**config.mk**
```make
export PLATFORM = sky130hd
export DESIGN_NAME = nic_control
export DESIGN_NICKNAME = d
export VERILOG_FILES = /design/src/design/nic_reg_pkg.sv /design/src/design/nic_status_pkg.sv /design/src/design/ctrl_regs.sv /design/src/design/status_monitor.sv /design/src/design/reg_read_mux.sv /design/src/design/nic_control.sv
export VERILOG_INCLUDE_DIRS = /design/src /design/src/include
export SDC_FILE = /design/constraint.sdc
export NUM_CORES = 1
export LEC_CHECK = 0
export ABC_AREA = 1
export BUFFER_PORTS_ARGS = -buffer_cell sky130_fd_sc_hd__buf_2
export CAP_MARGIN = 20
export CORE_AREA = 4 4 310 312
export DETAILED_ROUTE_END_ITERATION = 12
export DIE_AREA = 0 0 314 316
export GPL_TIMING_DRIVEN = 0
export HOLD_SLACK_MARGIN = 0.06
export PLACE_DENSITY_LB_ADDON = 0.08
export SYNTH_ARGS = -nofsm -noshare
export SYNTH_HDL_FRONTEND = slang
export SYNTH_SLANG_ARGS = --single-unit
```
**constraint.sdc**
```tcl
create_clock -name clk -period 2.5 [get_ports clk]
set_input_delay 0.125 -clock clk [delete_from_list [all_inputs] [get_ports clk]]
set_output_delay 0.125 -clock clk [all_outputs]
set_load 0.02 [all_outputs]
```
**src/include/nic_ctrl_params.svh**
```systemverilog
// Widths, reset defaults and countdown length shared by the NIC control packages and RTL
`ifndef NIC_CTRL_PARAMS_SVH
`define NIC_CTRL_PARAMS_SVH

// ==============================
// Register port widths
// ==============================

// One register word on the request port
`define NIC_REG_DATA_W 32

// Register number carried with each request
`define NIC_REG_INDEX_W 8

// Base, size, packet count and counters are split into two words
`define NIC_WIDE_W 64

// ==============================
// Buffer output stream
// ==============================

// Full beat of the monitored stream
`define NIC_SEQ_TDATA_W 512

// Generator sequence number sits in the top bits of each beat
`define NIC_SEQ_FIELD_W 32

// ==============================
// Reset values and timing
// ==============================

// Clock cycles that resetn_out stays low after a software reset
`define NIC_RESET_CYCLES 1000

// Host buffer defaults to a 4 GB window at 4 GB
`define NIC_PCI_BASE_DEFAULT 64'h0000_0001_0000_0000
`define NIC_PCI_SIZE_DEFAULT 64'h0000_0001_0000_0000

`endif

```
**src/design/nic_reg_pkg.sv**
```systemverilog
// Register map, response codes and request/response structs of the NIC register port
`include "nic_ctrl_params.svh"

package nic_reg_pkg;

    // One data word and one register number on the port
    typedef logic [`NIC_REG_DATA_W-1:0]  reg_word_t;
    typedef logic [`NIC_REG_INDEX_W-1:0] reg_idx_t;

    // ==============================
    // Register map
    // ==============================
    typedef enum logic [`NIC_REG_INDEX_W-1:0] {
        REG_STATUS         = 8'd0,
        REG_ERRORS         = 8'd1,
        REG_GOOD_H         = 8'd2,
        REG_GOOD_L         = 8'd3,
        REG_BAD_H          = 8'd4,
        REG_BAD_L          = 8'd5,
        REG_PCI_BASE_H     = 8'd6,
        REG_PCI_BASE_L     = 8'd7,
        REG_PCI_SIZE_H     = 8'd8,
        REG_PCI_SIZE_L     = 8'd9,
        REG_RESET          = 8'd10,
        REG_CLEAR_COUNTERS = 8'd11,
        REG_PACKET_COUNT_H = 8'd32,
        REG_PACKET_COUNT_L = 8'd33,
        REG_LOOPBACK       = 8'd34,
        REG_PAUSE_PCI      = 8'd35
    } reg_index_e;

    // Bus response codes, same encoding as AXI BRESP/RRESP
    typedef enum logic [1:0] {
        OKAY   = 2'd0,
        SLVERR = 2'd2,
        DECERR = 2'd3
    } reg_resp_e;

    // Request side, write and read may share a cycle
    typedef struct packed {
        logic      write;
        reg_idx_t  write_index;
        reg_word_t write_data;
        logic      read;
        reg_idx_t  read_index;
    } reg_req_t;

    // Response side, both halves one cycle after their strobe
    typedef struct packed {
        logic      write_done;
        reg_resp_e write_resp;
        logic      read_valid;
        reg_word_t read_data;
        reg_resp_e read_resp;
    } reg_rsp_t;

    // Settings handed to the datapath
    typedef struct packed {
        logic [`NIC_WIDE_W-1:0] pci_base;
        logic [`NIC_WIDE_W-1:0] pci_size;
        logic [`NIC_WIDE_W-1:0] packet_count;
        logic                   loopback;
    } ctrl_config_t;

endpackage

```
**src/design/nic_status_pkg.sv**
```systemverilog
// Types for packet events, the monitored stream, error flags and packet counters
`include "nic_ctrl_params.svh"

package nic_status_pkg;

    // ==============================
    // Inputs from the datapath
    // ==============================

    // Single-cycle strobes, one per received packet
    typedef struct packed {
        logic good;
        logic bad;
        // Packet targeted an address outside the host buffer
        logic range_err;
    } packet_events_t;

    // One beat of the buffer output stream, observed only
    typedef struct packed {
        logic [`NIC_SEQ_TDATA_W-1:0] tdata;
        logic                        tvalid;
        logic                        tready;
    } seq_beat_t;

    // ==============================
    // Status back to the register port
    // ==============================

    // Bit order matches the ERRORS register, bit 0 is pci_range_err
    typedef struct packed {
        logic seq_error;
        logic overflow_1;
        logic overflow_0;
        logic pci_range_err;
    } error_flags_t;

    // Running packet totals
    typedef struct packed {
        logic [`NIC_WIDE_W-1:0] good_packets;
        logic [`NIC_WIDE_W-1:0] bad_packets;
    } status_counters_t;

endpackage

```
**src/design/ctrl_regs.sv**
```systemverilog
// Write side of the NIC register block: config registers, start/clear pulses and countdowns
`timescale 1ns/10ps
`include "nic_ctrl_params.svh"

module ctrl_regs (
    input  logic                      clk,
    input  logic                      resetn,
    input  nic_reg_pkg::reg_req_t     req,
    output logic                      write_done,
    output nic_reg_pkg::reg_resp_e    write_resp,
    output logic                      gen_packets,
    output logic                      pause_pci,
    output logic                      reset_active,
    output logic                      clear_counters,
    output logic                      resetn_out,
    output nic_reg_pkg::ctrl_config_t cfg
);
    import nic_reg_pkg::*;

    localparam int wide_w      = `NIC_WIDE_W;
    localparam int dw          = `NIC_REG_DATA_W;
    localparam int reset_cnt_w = $clog2(`NIC_RESET_CYCLES + 1);

    // Remaining cycles of software reset
    logic [reset_cnt_w-1:0] reset_count;

    // Remaining cycles of PCI pause
    reg_word_t pause_count;

    // Both countdowns are active while nonzero
    assign reset_active = (reset_count != '0);
    assign pause_pci    = (pause_count != '0);

    // ==============================
    // Reset output
    // ==============================

    // Low during external reset and while the software countdown runs
    always_ff @(posedge clk) begin
        resetn_out <= resetn && !reset_active;
    end

    // ==============================
    // Write decode
    // ==============================
    always_ff @(posedge clk) begin
        if (!resetn) begin
            write_done       <= 1'b0;
            write_resp       <= OKAY;
            gen_packets      <= 1'b0;
            clear_counters   <= 1'b0;
            reset_count      <= '0;
            pause_count      <= '0;
            cfg.pci_base     <= `NIC_PCI_BASE_DEFAULT;
            cfg.pci_size     <= `NIC_PCI_SIZE_DEFAULT;
            cfg.packet_count <= '0;
            cfg.loopback     <= 1'b0;
        end else begin
            // Response follows every write strobe by one cycle
            write_done     <= req.write;
            // Pulses default low
            gen_packets    <= 1'b0;
            clear_counters <= 1'b0;

            // Free-running countdowns, a write below reloads them
            if (reset_active) begin
                reset_count <= reset_count - 1'b1;
            end
            if (pause_pci) begin
                pause_count <= pause_count - 1'b1;
            end

            if (req.write) begin
                write_resp <= OKAY;
                case (req.write_index)
                    REG_PACKET_COUNT_H: cfg.packet_count[wide_w-1:dw] <= req.write_data;
                    // Low word write also launches the generator
                    REG_PACKET_COUNT_L: begin
                        cfg.packet_count[dw-1:0] <= req.write_data;
                        gen_packets              <= 1'b1;
                    end
                    REG_PCI_BASE_H:     cfg.pci_base[wide_w-1:dw] <= req.write_data;
                    REG_PCI_BASE_L:     cfg.pci_base[dw-1:0]      <= req.write_data;
                    REG_PCI_SIZE_H:     cfg.pci_size[wide_w-1:dw] <= req.write_data;
                    REG_PCI_SIZE_L:     cfg.pci_size[dw-1:0]      <= req.write_data;
                    REG_LOOPBACK:       cfg.loopback              <= req.write_data[0];
                    // Data is ignored, any write starts the reset
                    REG_RESET:          reset_count <= reset_cnt_w'(`NIC_RESET_CYCLES);
                    REG_PAUSE_PCI:      pause_count <= req.write_data;
                    REG_CLEAR_COUNTERS: clear_counters <= 1'b1;
                    // Unmapped or read-only, nothing changes
                    default:            write_resp <= DECERR;
                endcase
            end
        end
    end

    // ==============================
    // Checks
    // ==============================

    // Generator start is one cycle wide, so no back-to-back PACKET_COUNT_L writes
    a_gen_single: assert property (@(posedge clk) disable iff (!resetn)
        gen_packets |=> !gen_packets);

    // Status clear is one cycle wide as seen by the monitor
    a_clear_single: assert property (@(posedge clk) disable iff (!resetn)
        clear_counters |=> !clear_counters);

endmodule

```
**src/design/status_monitor.sv**
```systemverilog
// Packet counters, sticky error flags and the sequence checker on the buffer output stream
`timescale 1ns/10ps
`include "nic_ctrl_params.svh"

module status_monitor (
    input  logic                              clk,
    input  logic                              resetn_out,
    input  logic                              clear_counters,
    input  nic_status_pkg::packet_events_t    events,
    input  nic_status_pkg::seq_beat_t         seq,
    input  logic                              overflow_0,
    input  logic                              overflow_1,
    output nic_status_pkg::status_counters_t  counters,
    output nic_status_pkg::error_flags_t      errors
);

    // Software clear or any reset wipes the status
    logic clear;

    // Sticky flags
    logic pci_range_err;
    logic seq_error;

    // Stream handshake and the sequence field it carries
    logic                        beat;
    logic [`NIC_SEQ_FIELD_W-1:0] seq_field;
    logic [`NIC_SEQ_FIELD_W-1:0] seq_prior;

    assign clear     = !resetn_out || clear_counters;
    assign beat      = seq.tvalid && seq.tready;
    // Top bits of the beat
    assign seq_field = seq.tdata[`NIC_SEQ_TDATA_W-1 -: `NIC_SEQ_FIELD_W];

    // ==============================
    // Packet counters
    // ==============================
    always_ff @(posedge clk) begin
        if (clear) begin
            counters <= '0;
        end else begin
            if (events.good) begin
                counters.good_packets <= counters.good_packets + 1'b1;
            end
            if (events.bad) begin
                counters.bad_packets <= counters.bad_packets + 1'b1;
            end
        end
    end

    // ==============================
    // Address range errors
    // ==============================
    always_ff @(posedge clk) begin
        if (clear) begin
            pci_range_err <= 1'b0;
        end else if (events.range_err) begin
            pci_range_err <= 1'b1;
        end
    end

    // ==============================
    // Sequence checker
    // ==============================

    // Generator data counts up from 0
    // A zero field restarts the sequence, anything else must be prior plus one
    always_ff @(posedge clk) begin
        if (clear) begin
            seq_error <= 1'b0;
        end else if (beat) begin
            if (seq_field != '0 && seq_field != seq_prior + 1'b1) begin
                seq_error <= 1'b1;
            end
        end
    end

    // Last field seen on the stream
    always_ff @(posedge clk) begin
        if (beat) begin
            seq_prior <= seq_field;
        end
    end

    // Overflow inputs pass through live, the others are sticky
    assign errors = '{
        seq_error:     seq_error,
        overflow_1:    overflow_1,
        overflow_0:    overflow_0,
        pci_range_err: pci_range_err
    };

    // Once flagged, a sequence error survives until clear or reset
    a_seq_sticky: assert property (@(posedge clk)
        seq_error && resetn_out && !clear_counters |=> seq_error);

endmodule

```
**src/design/reg_read_mux.sv**
```systemverilog
// Read side of the NIC register block: selects one status or config word per read request
`timescale 1ns/10ps
`include "nic_ctrl_params.svh"

module reg_read_mux (
    input  logic                             clk,
    input  logic                             resetn,
    input  nic_reg_pkg::reg_req_t            req,
    input  nic_reg_pkg::ctrl_config_t        cfg,
    input  logic                             pause_pci,
    input  logic                             reset_active,
    input  logic                             generator_idle,
    input  logic                             hbm_cattrip,
    input  logic                             pcs_aligned,
    input  nic_status_pkg::status_counters_t counters,
    input  nic_status_pkg::error_flags_t     errors,
    output logic                             read_valid,
    output nic_reg_pkg::reg_word_t           read_data,
    output nic_reg_pkg::reg_resp_e           read_resp
);
    import nic_reg_pkg::*;

    localparam int wide_w = `NIC_WIDE_W;
    localparam int dw     = `NIC_REG_DATA_W;

    // Next read word and response
    reg_word_t rd_word;
    reg_resp_e rd_resp;

    // HBM within its temperature limits
    logic temp_ok;

    assign temp_ok = !hbm_cattrip;

    // ==============================
    // Read decode
    // ==============================
    always_comb begin
        rd_word = '0;
        rd_resp = OKAY;
        case (req.read_index)
            REG_STATUS:         rd_word = reg_word_t'({temp_ok, pcs_aligned});
            REG_ERRORS:         rd_word = reg_word_t'(errors);
            REG_GOOD_H:         rd_word = counters.good_packets[wide_w-1:dw];
            REG_GOOD_L:         rd_word = counters.good_packets[dw-1:0];
            REG_BAD_H:          rd_word = counters.bad_packets[wide_w-1:dw];
            REG_BAD_L:          rd_word = counters.bad_packets[dw-1:0];
            REG_PCI_BASE_H:     rd_word = cfg.pci_base[wide_w-1:dw];
            REG_PCI_BASE_L:     rd_word = cfg.pci_base[dw-1:0];
            REG_PCI_SIZE_H:     rd_word = cfg.pci_size[wide_w-1:dw];
            REG_PCI_SIZE_L:     rd_word = cfg.pci_size[dw-1:0];
            REG_RESET:          rd_word = reg_word_t'(reset_active);
            // Count is write-only, reads report generator busy instead
            REG_PACKET_COUNT_H: rd_word = '0;
            REG_PACKET_COUNT_L: rd_word = reg_word_t'(!generator_idle);
            REG_LOOPBACK:       rd_word = reg_word_t'(cfg.loopback);
            REG_PAUSE_PCI:      rd_word = reg_word_t'(pause_pci);
            // CLEAR_COUNTERS and unmapped indices, data stays 0
            default:            rd_resp = DECERR;
        endcase
    end

    // ==============================
    // Registered response
    // ==============================
    always_ff @(posedge clk) begin
        if (!resetn) begin
            read_valid <= 1'b0;
        end else begin
            read_valid <= req.read;
        end
    end

    // Word held until the next read
    always_ff @(posedge clk) begin
        if (req.read) begin
            read_data <= rd_word;
            read_resp <= rd_resp;
        end
    end

endmodule

```
**src/design/nic_control.sv**
```systemverilog
// Top of the NIC status and control block, connects write side, status monitor and read mux
`timescale 1ns/10ps

module nic_control (
    input  logic                           clk,
    input  logic                           resetn,
    input  nic_reg_pkg::reg_req_t          req,
    output nic_reg_pkg::reg_rsp_t          rsp,
    input  nic_status_pkg::packet_events_t events,
    input  nic_status_pkg::seq_beat_t      seq,
    input  logic                           overflow_0,
    input  logic                           overflow_1,
    input  logic                           hbm_cattrip,
    input  logic                           pcs_aligned,
    input  logic                           generator_idle,
    output nic_reg_pkg::ctrl_config_t      cfg,
    output logic                           gen_packets,
    output logic                           pause_pci,
    output logic                           resetn_out
);
    import nic_reg_pkg::*;
    import nic_status_pkg::*;

    // Write half of the response
    logic      write_done;
    reg_resp_e write_resp;

    // Control to status and read side
    logic reset_active;
    logic clear_counters;

    // Status to read side
    status_counters_t counters;
    error_flags_t     errors;

    // Read half of the response
    logic      read_valid;
    reg_word_t read_data;
    reg_resp_e read_resp;

    // ==============================
    // Write side and countdowns
    // ==============================
    ctrl_regs ctrl_regs_i (
        .clk            (clk),
        .resetn         (resetn),
        .req            (req),
        .write_done     (write_done),
        .write_resp     (write_resp),
        .gen_packets    (gen_packets),
        .pause_pci      (pause_pci),
        .reset_active   (reset_active),
        .clear_counters (clear_counters),
        .resetn_out     (resetn_out),
        .cfg            (cfg)
    );

    // Counters and flags run on the software reset
    status_monitor status_monitor_i (
        .clk            (clk),
        .resetn_out     (resetn_out),
        .clear_counters (clear_counters),
        .events         (events),
        .seq            (seq),
        .overflow_0     (overflow_0),
        .overflow_1     (overflow_1),
        .counters       (counters),
        .errors         (errors)
    );

    // ==============================
    // Read side
    // ==============================
    reg_read_mux reg_read_mux_i (
        .clk            (clk),
        .resetn         (resetn),
        .req            (req),
        .cfg            (cfg),
        .pause_pci      (pause_pci),
        .reset_active   (reset_active),
        .generator_idle (generator_idle),
        .hbm_cattrip    (hbm_cattrip),
        .pcs_aligned    (pcs_aligned),
        .counters       (counters),
        .errors         (errors),
        .read_valid     (read_valid),
        .read_data      (read_data),
        .read_resp      (read_resp)
    );

    // Both halves go out on one response struct
    assign rsp = '{
        write_done: write_done,
        write_resp: write_resp,
        read_valid: read_valid,
        read_data:  read_data,
        read_resp:  read_resp
    };

endmodule

```
==> impl_metrics.ini, run 1 <==
[outcome]
outcome = complete, but fails checks
violations = negative setup slack

[die]
die_h_um = 316
die-width_um = 314
initial_core_util_pct = 23.07
boundaryPins = 808
die-area_um2 = 99220
core_um2 = 93050
rows = 112

[synthesis]
syn_avg_cell_area_um2 = 7.317
synthArstFlopShare_pct = 0
synth-seq-cells = 436
yosysSeqAreaShare_pct = 43.69
synth_top_area_share_pct = 34.60
synthFlopType = dfxtp_1
ys_types = 55
ys_top_cells_by_count = 449 x nand2_1, 372 x inv_1, 371 x dfxtp_1
syn_nets = 3513
synth_cells = 2934
synth.area.top_cells = dfxtp_1 35%, edfxtp_1 9.1%, a21oi_1 8.0%, nand2_1 7.9%, inv_1 6.5%
synth.most_common_cell = nand2_1
synth_edf_count = 65
yosysWarningCount = 0
yosys.area.top_type = dfxtp_1
synth.cell_area_um2 = 21470

[clock_tree]
clkLatencyLatePin_ps = 670
clock_sinks = 436
clock-root-buffer = clkbuf_16
cts.htree.levels = 2
clkSlewWorstSetupHoldPaths_ps = 60
numCtsBuffers = 55
clock_path_buffers = 3
cts_tree = done

[flow_run]
cap_violations = 0

[critical_path]
crit_path_max_fanout = 10
path_delay_family = buffers and inverters
crit_buf_inv = 4
r2r-start = status_monitor_i.counters[30]
r2r_slack_ps = 100
criticalPathCategory = input port to register
arrival_ps = 2820
cp-startpoint = req[6]
worst_path_max_delay_cell = buf_1
critPathLaunchType = input port
timing.rr.end = status_monitor_i.counters[63]
critical_path_required_ps = 2790
path_cells = buf_2 -> inv_1 -> nand4_2 -> inv_1 -> nand2_1 -> nor2_1 -> buf_1 -> a221oi_1 -> o2111ai_1
rr_worst_depth = 8
critical_path.endpoint_type = register
cpMostUsedCell = inv_1
slowest_delay_ps = 850

[timing]
finalHoldViolCount = 0
min_period_ps = 2529
tightest_slew_ps = 1134
finalSetupViolCount = 1
max_freq_mhz = 395.4
relSlewSlack_pct = 24.42
timing.final.crit_share_pct = 101.2
setup_ws_ps = -29.16
drv_slew = 0
rsz0062_at_grt = true
worst_clock_skew_ps = 71.81

[global_routing]
overflow = 0
antenna_found_initial = 17
grt_start_max_net_pins = 33
grt_use_total_pct = 23.23
grt_pass1_wl_mm = 166.4
grt_pass1_vias = 22637

[route]
wire_per_inst_um = 25.11
drc_errors = 0
dr.pass1.iters = 5
viasPerCell = 4.789
via_count = 22550
drt_wl_total_mm = 118.2
ant_nets = 0
drt-initial-drc-count = 1405

[final_layout]
drive_gt1_share_pct = 15.53
final_cell_count_no_fill = 4709
fin_nets = 3985
syn_to_final_growth_pct = 28.20
fin_util_pct = 29.58
final_cell_area_um2 = 27520

[worst_hold_path]
hp-start = req[5]
min_to = reg_read_mux_i.read_data[0]
hold_class = input port to register
whs_path_depth = 3

[placement]
dpl_cell_area_um2 = 24670
place_congestion = 0.8982
dp_hpwl_mm = 96.16
port_buffers = 323
dp_slack_ps = -910.2
dp_cells = 4512

[power_and_ir_drop]
ir_worst_vdd_uv = 445.9
p_leak_nw = 10.59
cellPowerDensity_nw_per_um2 = 740.7
total_power_mw = 20.38
## how the worst max path moves through the flow
stage	end	slack (ps)	depth (start not counted)
2_1_floorplan	status_monitor_i.seq_error	710	14
3_3_place_gp	reg_read_mux_i.read_data[9]	-980	9
3_5_place_dp	reg_read_mux_i.read_data[9]	-910	9
4_1_cts	reg_read_mux_i.read_data[11]	9	8
5_1_grt	status_monitor_i.seq_error	-90	16
6_report	reg_read_mux_i.read_data[11]	-30	9
## cell families after synthesis
| logic type | after synthesis | synth area share (%) |
|---|---|---|
| AO/OA/AOI/OAI | 755 | 19.35 |
| XOR/XNOR | 77 | 3.142 |
| adder cells (fa/ha/maj) | 5 | 0.2914 |
| buffers and inverters | 503 | 9.023 |
| flip-flops | 436 | 43.69 |
| AND/OR/NAND/NOR | 1158 | 24.50 |
## report_power, final
part | internal [mW] | leakage, nW | switching, mW
clock | 4.62 | 0.880 | 3.53
combinational | 1.40 | 6.08 | 2.97
sequential | 7.52 | 3.64 | 0.349
total | 13.5 | 10.6 | 6.85
## per-layer routing
layer,track usage [%],routed length (um),share of wire (%)
met5,0,66,0.056
met4,5.698,2938,2.5
met3,5.342,7705,6.5
met2,38.67,54550,46
met1,30.53,52980,45
## area by class of cell
class                           count  area, um2
Antenna cell                        4      10.01
Buffer                            113      481.7
Clock buffer                       89       1645
Clock inverter                     13      158.9
Fill cell                       10383      65530
Inverter                          390       1468
Multi-Input combinational cell   1995      10260
Sequential cell                   436       9383
Tap cell                         1254       1569
Timing Repair Buffer              415       2540
## state kept, by name (all words and copies together) (netlist names), 10 cells and up
signal and cells:
reg_read_mux_i.read_data 32, status_monitor_i.counters 128, ctrl_regs_i.pause_count 32, status_monitor_i.seq_prior 32
ctrl_regs_i.reset_count 10, ctrl_regs_i.cfg 193
## tightest hold or removal path, stage by stage
cell      delay, ps
buf_2           100
nand4_1         170
o211ai_1        140
## per-stage QoR
| step | setup TNS, ps | hold WS [ps] |
|---|---|---|
| after floorplan | 0 | 222.6 |
| after global placement | -24330 | 348.6 |
| after detailed placement | -23130 | 351.0 |
| after CTS | 0 | 72.34 |
| after global routing | -121.7 | 72.52 |
| final | -29.16 | 84.83 |
## layout by cell type (no fill, tap or decap), types with 5 or more instances in the layout
cell	instances
a211oi_1	13
a21oi_1	343
a221oi_1	14
a31oi_1	16
a32o_1	11
buf_1	8
buf_2	337
buf_4	9
clkbuf_1	97
clkbuf_16	56
clkbuf_2	8
clkbuf_8	12
clkinv_2	7
dfxtp_1	368
dlygate4sd3_1	88
edfxtp_1	65
inv_1	371
inv_2	14
nand2_1	447
nand2_2	13
nand3_1	137
nand3b_1	12
nand4_1	58
nor2_1	307
nor2_2	19
nor2_4	15
nor3_1	84
nor3_2	12
nor4_1	29
nor4_2	5
o2111ai_1	26
o211ai_1	7
o21a_1	11
o21ai_0	271
o22ai_1	30
xnor2_1	21
xor2_1	56
## repair_timing
item / in CTS / in global routing
hold buffers: 88 / 0
gates resized for setup: 11 / 29
pin swaps: 0 / 1
hold endpoints to repair: 277 / 0
setup endpoints to repair: 31 / 33
gates cloned: 0 / 0
setup buffers: 0 / 3
No activity file was read; power rests on OpenSTA's default activity.
==> run 2, diff against run 1 <==
Settings changed: CORE_AREA 4 4 310 312 to 4 4 316 318, DIE_AREA 0 0 314 316 to 0 0 320 322, TNS_END_PERCENT from default to 50.
Clock period 2.5 ns to 3 ns, I/O delays scaled along.
==> impl_metrics.ini, run 2 (synthesized netlist as in run 1, its figures left out) <==
[flow_run]
cap_violations = 0

[power_and_ir_drop]
p_leak_nw = 10.56
seqPwrFrac_pct = 38.1
cellPowerDensity_nw_per_um2 = 625.7
pwr-share-clk_pct = 40.9
internal_power_mw = 11.48
switching_share_pct = 33.24
combPwrFrac_pct = 21.0
ir_worst_vdd_uv = 411.1
p_switching_mw = 5.718

[final_layout]
syn_to_final_growth_pct = 28.05
fin_util_pct = 28.47
fin_nets = 3982
drive_gt1_share_pct = 14.86
layout_common_cells = 449 x nand2_1, 372 x inv_1, 371 x dfxtp_1, 343 x a21oi_1, 337 x buf_2
top_register = ctrl_regs_i.cfg
final_cell_count_no_fill = 4728
largest_reg_flops = 193
largestRegisters = ctrl_regs_i.cfg x193, status_monitor_i.counters x128
layout_commonest_cell = nand2_1

[die]
die_h_um = 322
rows = 114
initial_core_util_pct = 22.23
die-area_um2 = 103000
boundaryPins = 808
die-width_um = 320
core_um2 = 96570

[placement]
port_buffers = 323
place_congestion = 0.9091
dp_cells = 4535
dp_hpwl_mm = 97.02
dp_slack_ps = -629.2

[global_routing]
antenna_found_initial = 18
overflow = 0
grt_pass1_wl_mm = 167.3
grt_use_total_pct = 22.48
grt_start_max_net_pins = 23
grt_pass1_vias = 22236

[critical_path]
critical_path.endpoint_type = register
criticalPathCategory = input port to register
critPathLaunchType = input port
critical_path_required_ps = 3320
arrival_ps = 3220
crit_path_max_fanout = 10

[clock_tree]
clock_path_buffers = 3
clock_sinks = 436
cts_tree = done
clkSlewWorstSetupHoldPaths_ps = 60
clock-root-buffer = clkbuf_16
post-cts-setup-buffer-count = 0
numCtsBuffers = 56
clkLatencyLatePin_ps = 690
cts.htree.levels = 2

[timing]
worst_clock_skew_ps = 62.33
min_period_ps = 2896
finalHoldViolCount = 0
finalSetupViolCount = 0
relSlewSlack_pct = 22.52
tightest_slew_ps = 1158
rsz0062_at_grt = false
timing.final.crit_share_pct = 96.54
max_freq_mhz = 345.3
drv_slew = 0
setup_ws_ps = 103.9

[outcome]
outcome = finished clean

[route]
dr.pass1.iters = 7
drc_errors = 0
drt-initial-drc-count = 1552
wl_met2_mm = 53.74
drt_wl_total_mm = 119.6
ant_nets = 0
met3_length_mm = 9.215
top_layer = met5
via_count = 22523
wire_per_inst_um = 25.29
viasPerCell = 4.764
wl_met1_mm = 53.73

[worst_hold_path]
hold_class = input port to register
-- run 2: final cells by class --
class | count | area [um2]
Buffer | 113 | 474.2
Fill cell | 10717 | 69080
Antenna cell | 7 | 17.52
Sequential cell | 436 | 9379
Multi-Input combinational cell | 1995 | 10150
Tap cell | 1276 | 1597
Clock buffer | 82 | 1682
Timing Repair Buffer | 411 | 2525
Clock inverter | 18 | 200.2
Inverter | 390 | 1464
-- run 2: what timing repair did --
action,in CTS,in global routing
endpoints found under the hold margin,283,0
gates resized for setup,0,3
hold buffers,86,0
endpoints found under the setup margin,0,1
-- run 2: metal layers --
| layer | vias up | global-route usage (%) |
|---|---|---|
| li1 | 10887 | - |
| met1 | 10819 | 29.51 |
| met2 | 670 | 36.68 |
| met3 | 133 | 6.277 |
| met4 | 14 | 5.327 |
| met5 | - | 0 |
-- run 2: through the flow --
step | TNS [ps] | power (mW) | instance area (um2) | hold WS [ps]
4_1_cts | 0 | 17.40 | 27470 | 90.55
5_1_grt | 0 | 18.10 | 27480 | 158.9
2_1_floorplan | 0 | 9.010 | 21470 | 247.6
3_3_place_gp | -5668 | 10.24 | 24680 | 371.3
3_5_place_dp | -4535 | 10.21 | 24730 | 377.5
6_report | 0 | 17.20 | 27490 | 125.5
-- run 2: path summary, 6_finish.rpt --
| kind | start | endpoint | slack, ps | depth (start not counted) |
|---|---|---|---|---|
| worst min-delay path | req[45] | ctrl_regs_i.gen_packets | 130 | 6 |
| worst min register to register | ctrl_regs_i.cfg[183] | ctrl_regs_i.cfg[183] | 480 | 2 |
| worst max-delay path | req[5] | reg_read_mux_i.read_data[1] | 100 | 9 |
| worst max register to register | ctrl_regs_i.pause_count[0] | reg_read_mux_i.read_data[0] | 350 | 10 |
-- run 2: critical path, cell delays in order --
cell	delay, ps
buf_2	120
inv_1	50
nand4_2	160
nor2_4	120
nand2_1	440
clkinv_1	540
clkbuf_1	530
a211oi_1	740
nand4_1	340
-- run 2: power groups by stage --
stage	clock (mW)	combinational [mW]	sequential [mW]
2_1_floorplan	0	2.38	6.63
3_3_place_gp	0	3.55	6.69
3_5_place_dp	0	3.53	6.68
4_1_cts	7.21	3.64	6.55
5_1_grt	7.42	4.08	6.60
6_report	7.04	3.61	6.55
==> run 3, diff against run 2 <==
Settings changed: CORE_AREA 4 4 316 318 to 4 4 317 319, DIE_AREA 0 0 320 322 to 0 0 321 323.
Clock period 3 ns to 2.5 ns, I/O delays scaled along.
==> impl_metrics.ini, run 3 (synthesized netlist as in run 1, its figures left out) <==
[placement]
port_buffers = 323
dp_hpwl_mm = 97.97
dpl_cell_area_um2 = 24730
dp_slack_ps = -1143
place_congestion = 0.9006
dp_cells = 4546

[critical_path]
crit_path_max_fanout = 10
arrival_ps = 2770
critical_path.endpoint_type = register
r2r_slack_ps = 130
timing.rr.end = status_monitor_i.counters[125]
rr_worst_depth = 7
r2r-start = status_monitor_i.counters[99]
critPathLaunchType = input port
critical_path_required_ps = 2790
criticalPathCategory = input port to register

[global_routing]
grt_start_max_net_pins = 33
antenna_found_initial = 18
grt_use_total_pct = 22.58
overflow = 0
grt_pass1_vias = 22248
grt_pass1_wl_mm = 168.4

[worst_hold_path]
min_to = reg_read_mux_i.read_data[0]
whs_path_depth = 4
hp-start = generator_idle
hold_class = input port to register

[final_layout]
top_register = ctrl_regs_i.cfg
drive_gt1_share_pct = 15.73
num-fill-cells = 11000
final_cell_area_um2 = 27770
largest_reg_flops = 193
multi_input_area_um2 = 10280
layout_common_cells = 447 x nand2_1, 371 x inv_1, 371 x dfxtp_1, 343 x a21oi_1, 337 x buf_2
fin_nets = 3985
layout_commonest_cell = nand2_1
syn_to_final_growth_pct = 29.36
largestRegisters = ctrl_regs_i.cfg x193, status_monitor_i.counters x128
final_cell_count_no_fill = 4744
final-seq-area_um2 = 9379

[timing]
finalHoldViolCount = 0
max_freq_mhz = 403.8
setup_ws_ps = 23.22
rsz0062_at_grt = true
drv_slew = 0
min_period_ps = 2477
worst_clock_skew_ps = 50.20
tightest_slew_ps = 996.2
finalSetupViolCount = 0
relSlewSlack_pct = 33.59
timing.final.crit_share_pct = 99.07

[route]
ant_nets = 0
drc_errors = 0
drt-initial-drc-count = 1725
via_count = 22510
dr.pass1.iters = 6
viasPerCell = 4.745
wire_per_inst_um = 25.38
drt_wl_total_mm = 120.4

[power_and_ir_drop]
p_leak_nw = 10.69
ir_worst_vdd_uv = 517.0
cellPowerDensity_nw_per_um2 = 762.6

[clock_tree]
clkSlewWorstSetupHoldPaths_ps = 60
cts_tree = done
clock_path_buffers = 3
clock-root-buffer = clkbuf_16
clock_sinks = 436
clkLatencyLatePin_ps = 690
numCtsBuffers = 57
post-cts-setup-buffer-count = 0
cts.htree.levels = 2

[flow_run]
cap_violations = 0

[die]
core_um2 = 97840
die-width_um = 321
initial_core_util_pct = 21.94
boundaryPins = 808
die-area_um2 = 103700
rows = 115
die_h_um = 323

[outcome]
outcome = finished clean
[run 3: cell count changes in the layout (fill, tap and decap cells not counted), moves of 3 or more]
cell	previous run	this run
clkbuf_2	2	6
clkbuf_8	14	11
clkbuf_1	92	88
nor4_2	3	6
diode_2	7	4
nor3_2	11	14
nor3_1	86	82
bufinv_16	2	7
nor2_4	11	15
nor4_1	32	28
nor2_1	314	308
clkinv_2	9	13
[run 3: metal layers]
layer,share of wire (%),vias to the layer above,track usage [%]
li1,-,10879,-
met1,46,10811,30.07
met4,2.4,14,5.537
met2,45,670,36.90
met5,0.071,-,0
met3,6.9,136,5.518
[run 3: worst max path at each step]
stage / slack [ps] / to / cells past startpoint / start
after floorplan: 710 / status_monitor_i.seq_error / 14 / status_monitor_i.seq_prior[0]
after global placement: -1120 / reg_read_mux_i.read_data[1] / 9 / req[4]
after detailed placement: -1140 / reg_read_mux_i.read_data[1] / 9 / req[4]
after CTS: 6 / reg_read_mux_i.read_data[11] / 6 / req[0]
after global routing: -40 / status_monitor_i.counters[112] / 14 / status_monitor_i.counters[65]
final: 20 / reg_read_mux_i.read_data[7] / 9 / req[4]
[run 3: critical path, cell delays in order]
cell	delay [ps]
buf_2	120
inv_1	70
nand4_2	160
nor2_4	110
nand2_1	480
clkinv_2	400
clkbuf_2	410
a21oi_1	470
o2111ai_1	400
[run 3: power by group]
group          switching (mW)  internal [mW]
clock                    3.64           5.32
combinational            2.95           1.42
sequential              0.350           7.52
total                    6.93           14.2
[run 3: metrics by stage]
stage / setup TNS, ps / hold slack [ps] / utilization [%] / power [mW]
after detailed placement: -24200 / 349.5 / 25.27 / 12.28
after global routing: -44.02 / 111.8 / 28.38 / 22.29
after global placement: -25660 / 348.7 / 25.24 / 12.32
after floorplan: 0 / 222.6 / - / 10.81
after CTS: 0 / 75.92 / 28.26 / 21.46
final: 0 / 147.1 / 28.38 / 21.18
[run 3: what timing repair did]
item / 4_1_cts / 5_1_grt
hold buffers: 88 / 0
setup endpoints to repair: 30 / 27
resized for setup: 9 / 27
pin swaps: 0 / 3
endpoints found under the hold margin: 290 / 0
cloned: 0 / 0
[run 3: layout make-up]
cell class                 count  share of cell area, %
antenna                        4                0.03604
buffer                       113                  1.726
clock buffer                  80                  5.920
clock inverter                26                  1.334
inverter                     390                  5.276
multi-input combinational   1995                  37.02
sequential                   436                  33.77
tap                         1287                  5.799
timing repair buffer         413                  9.119
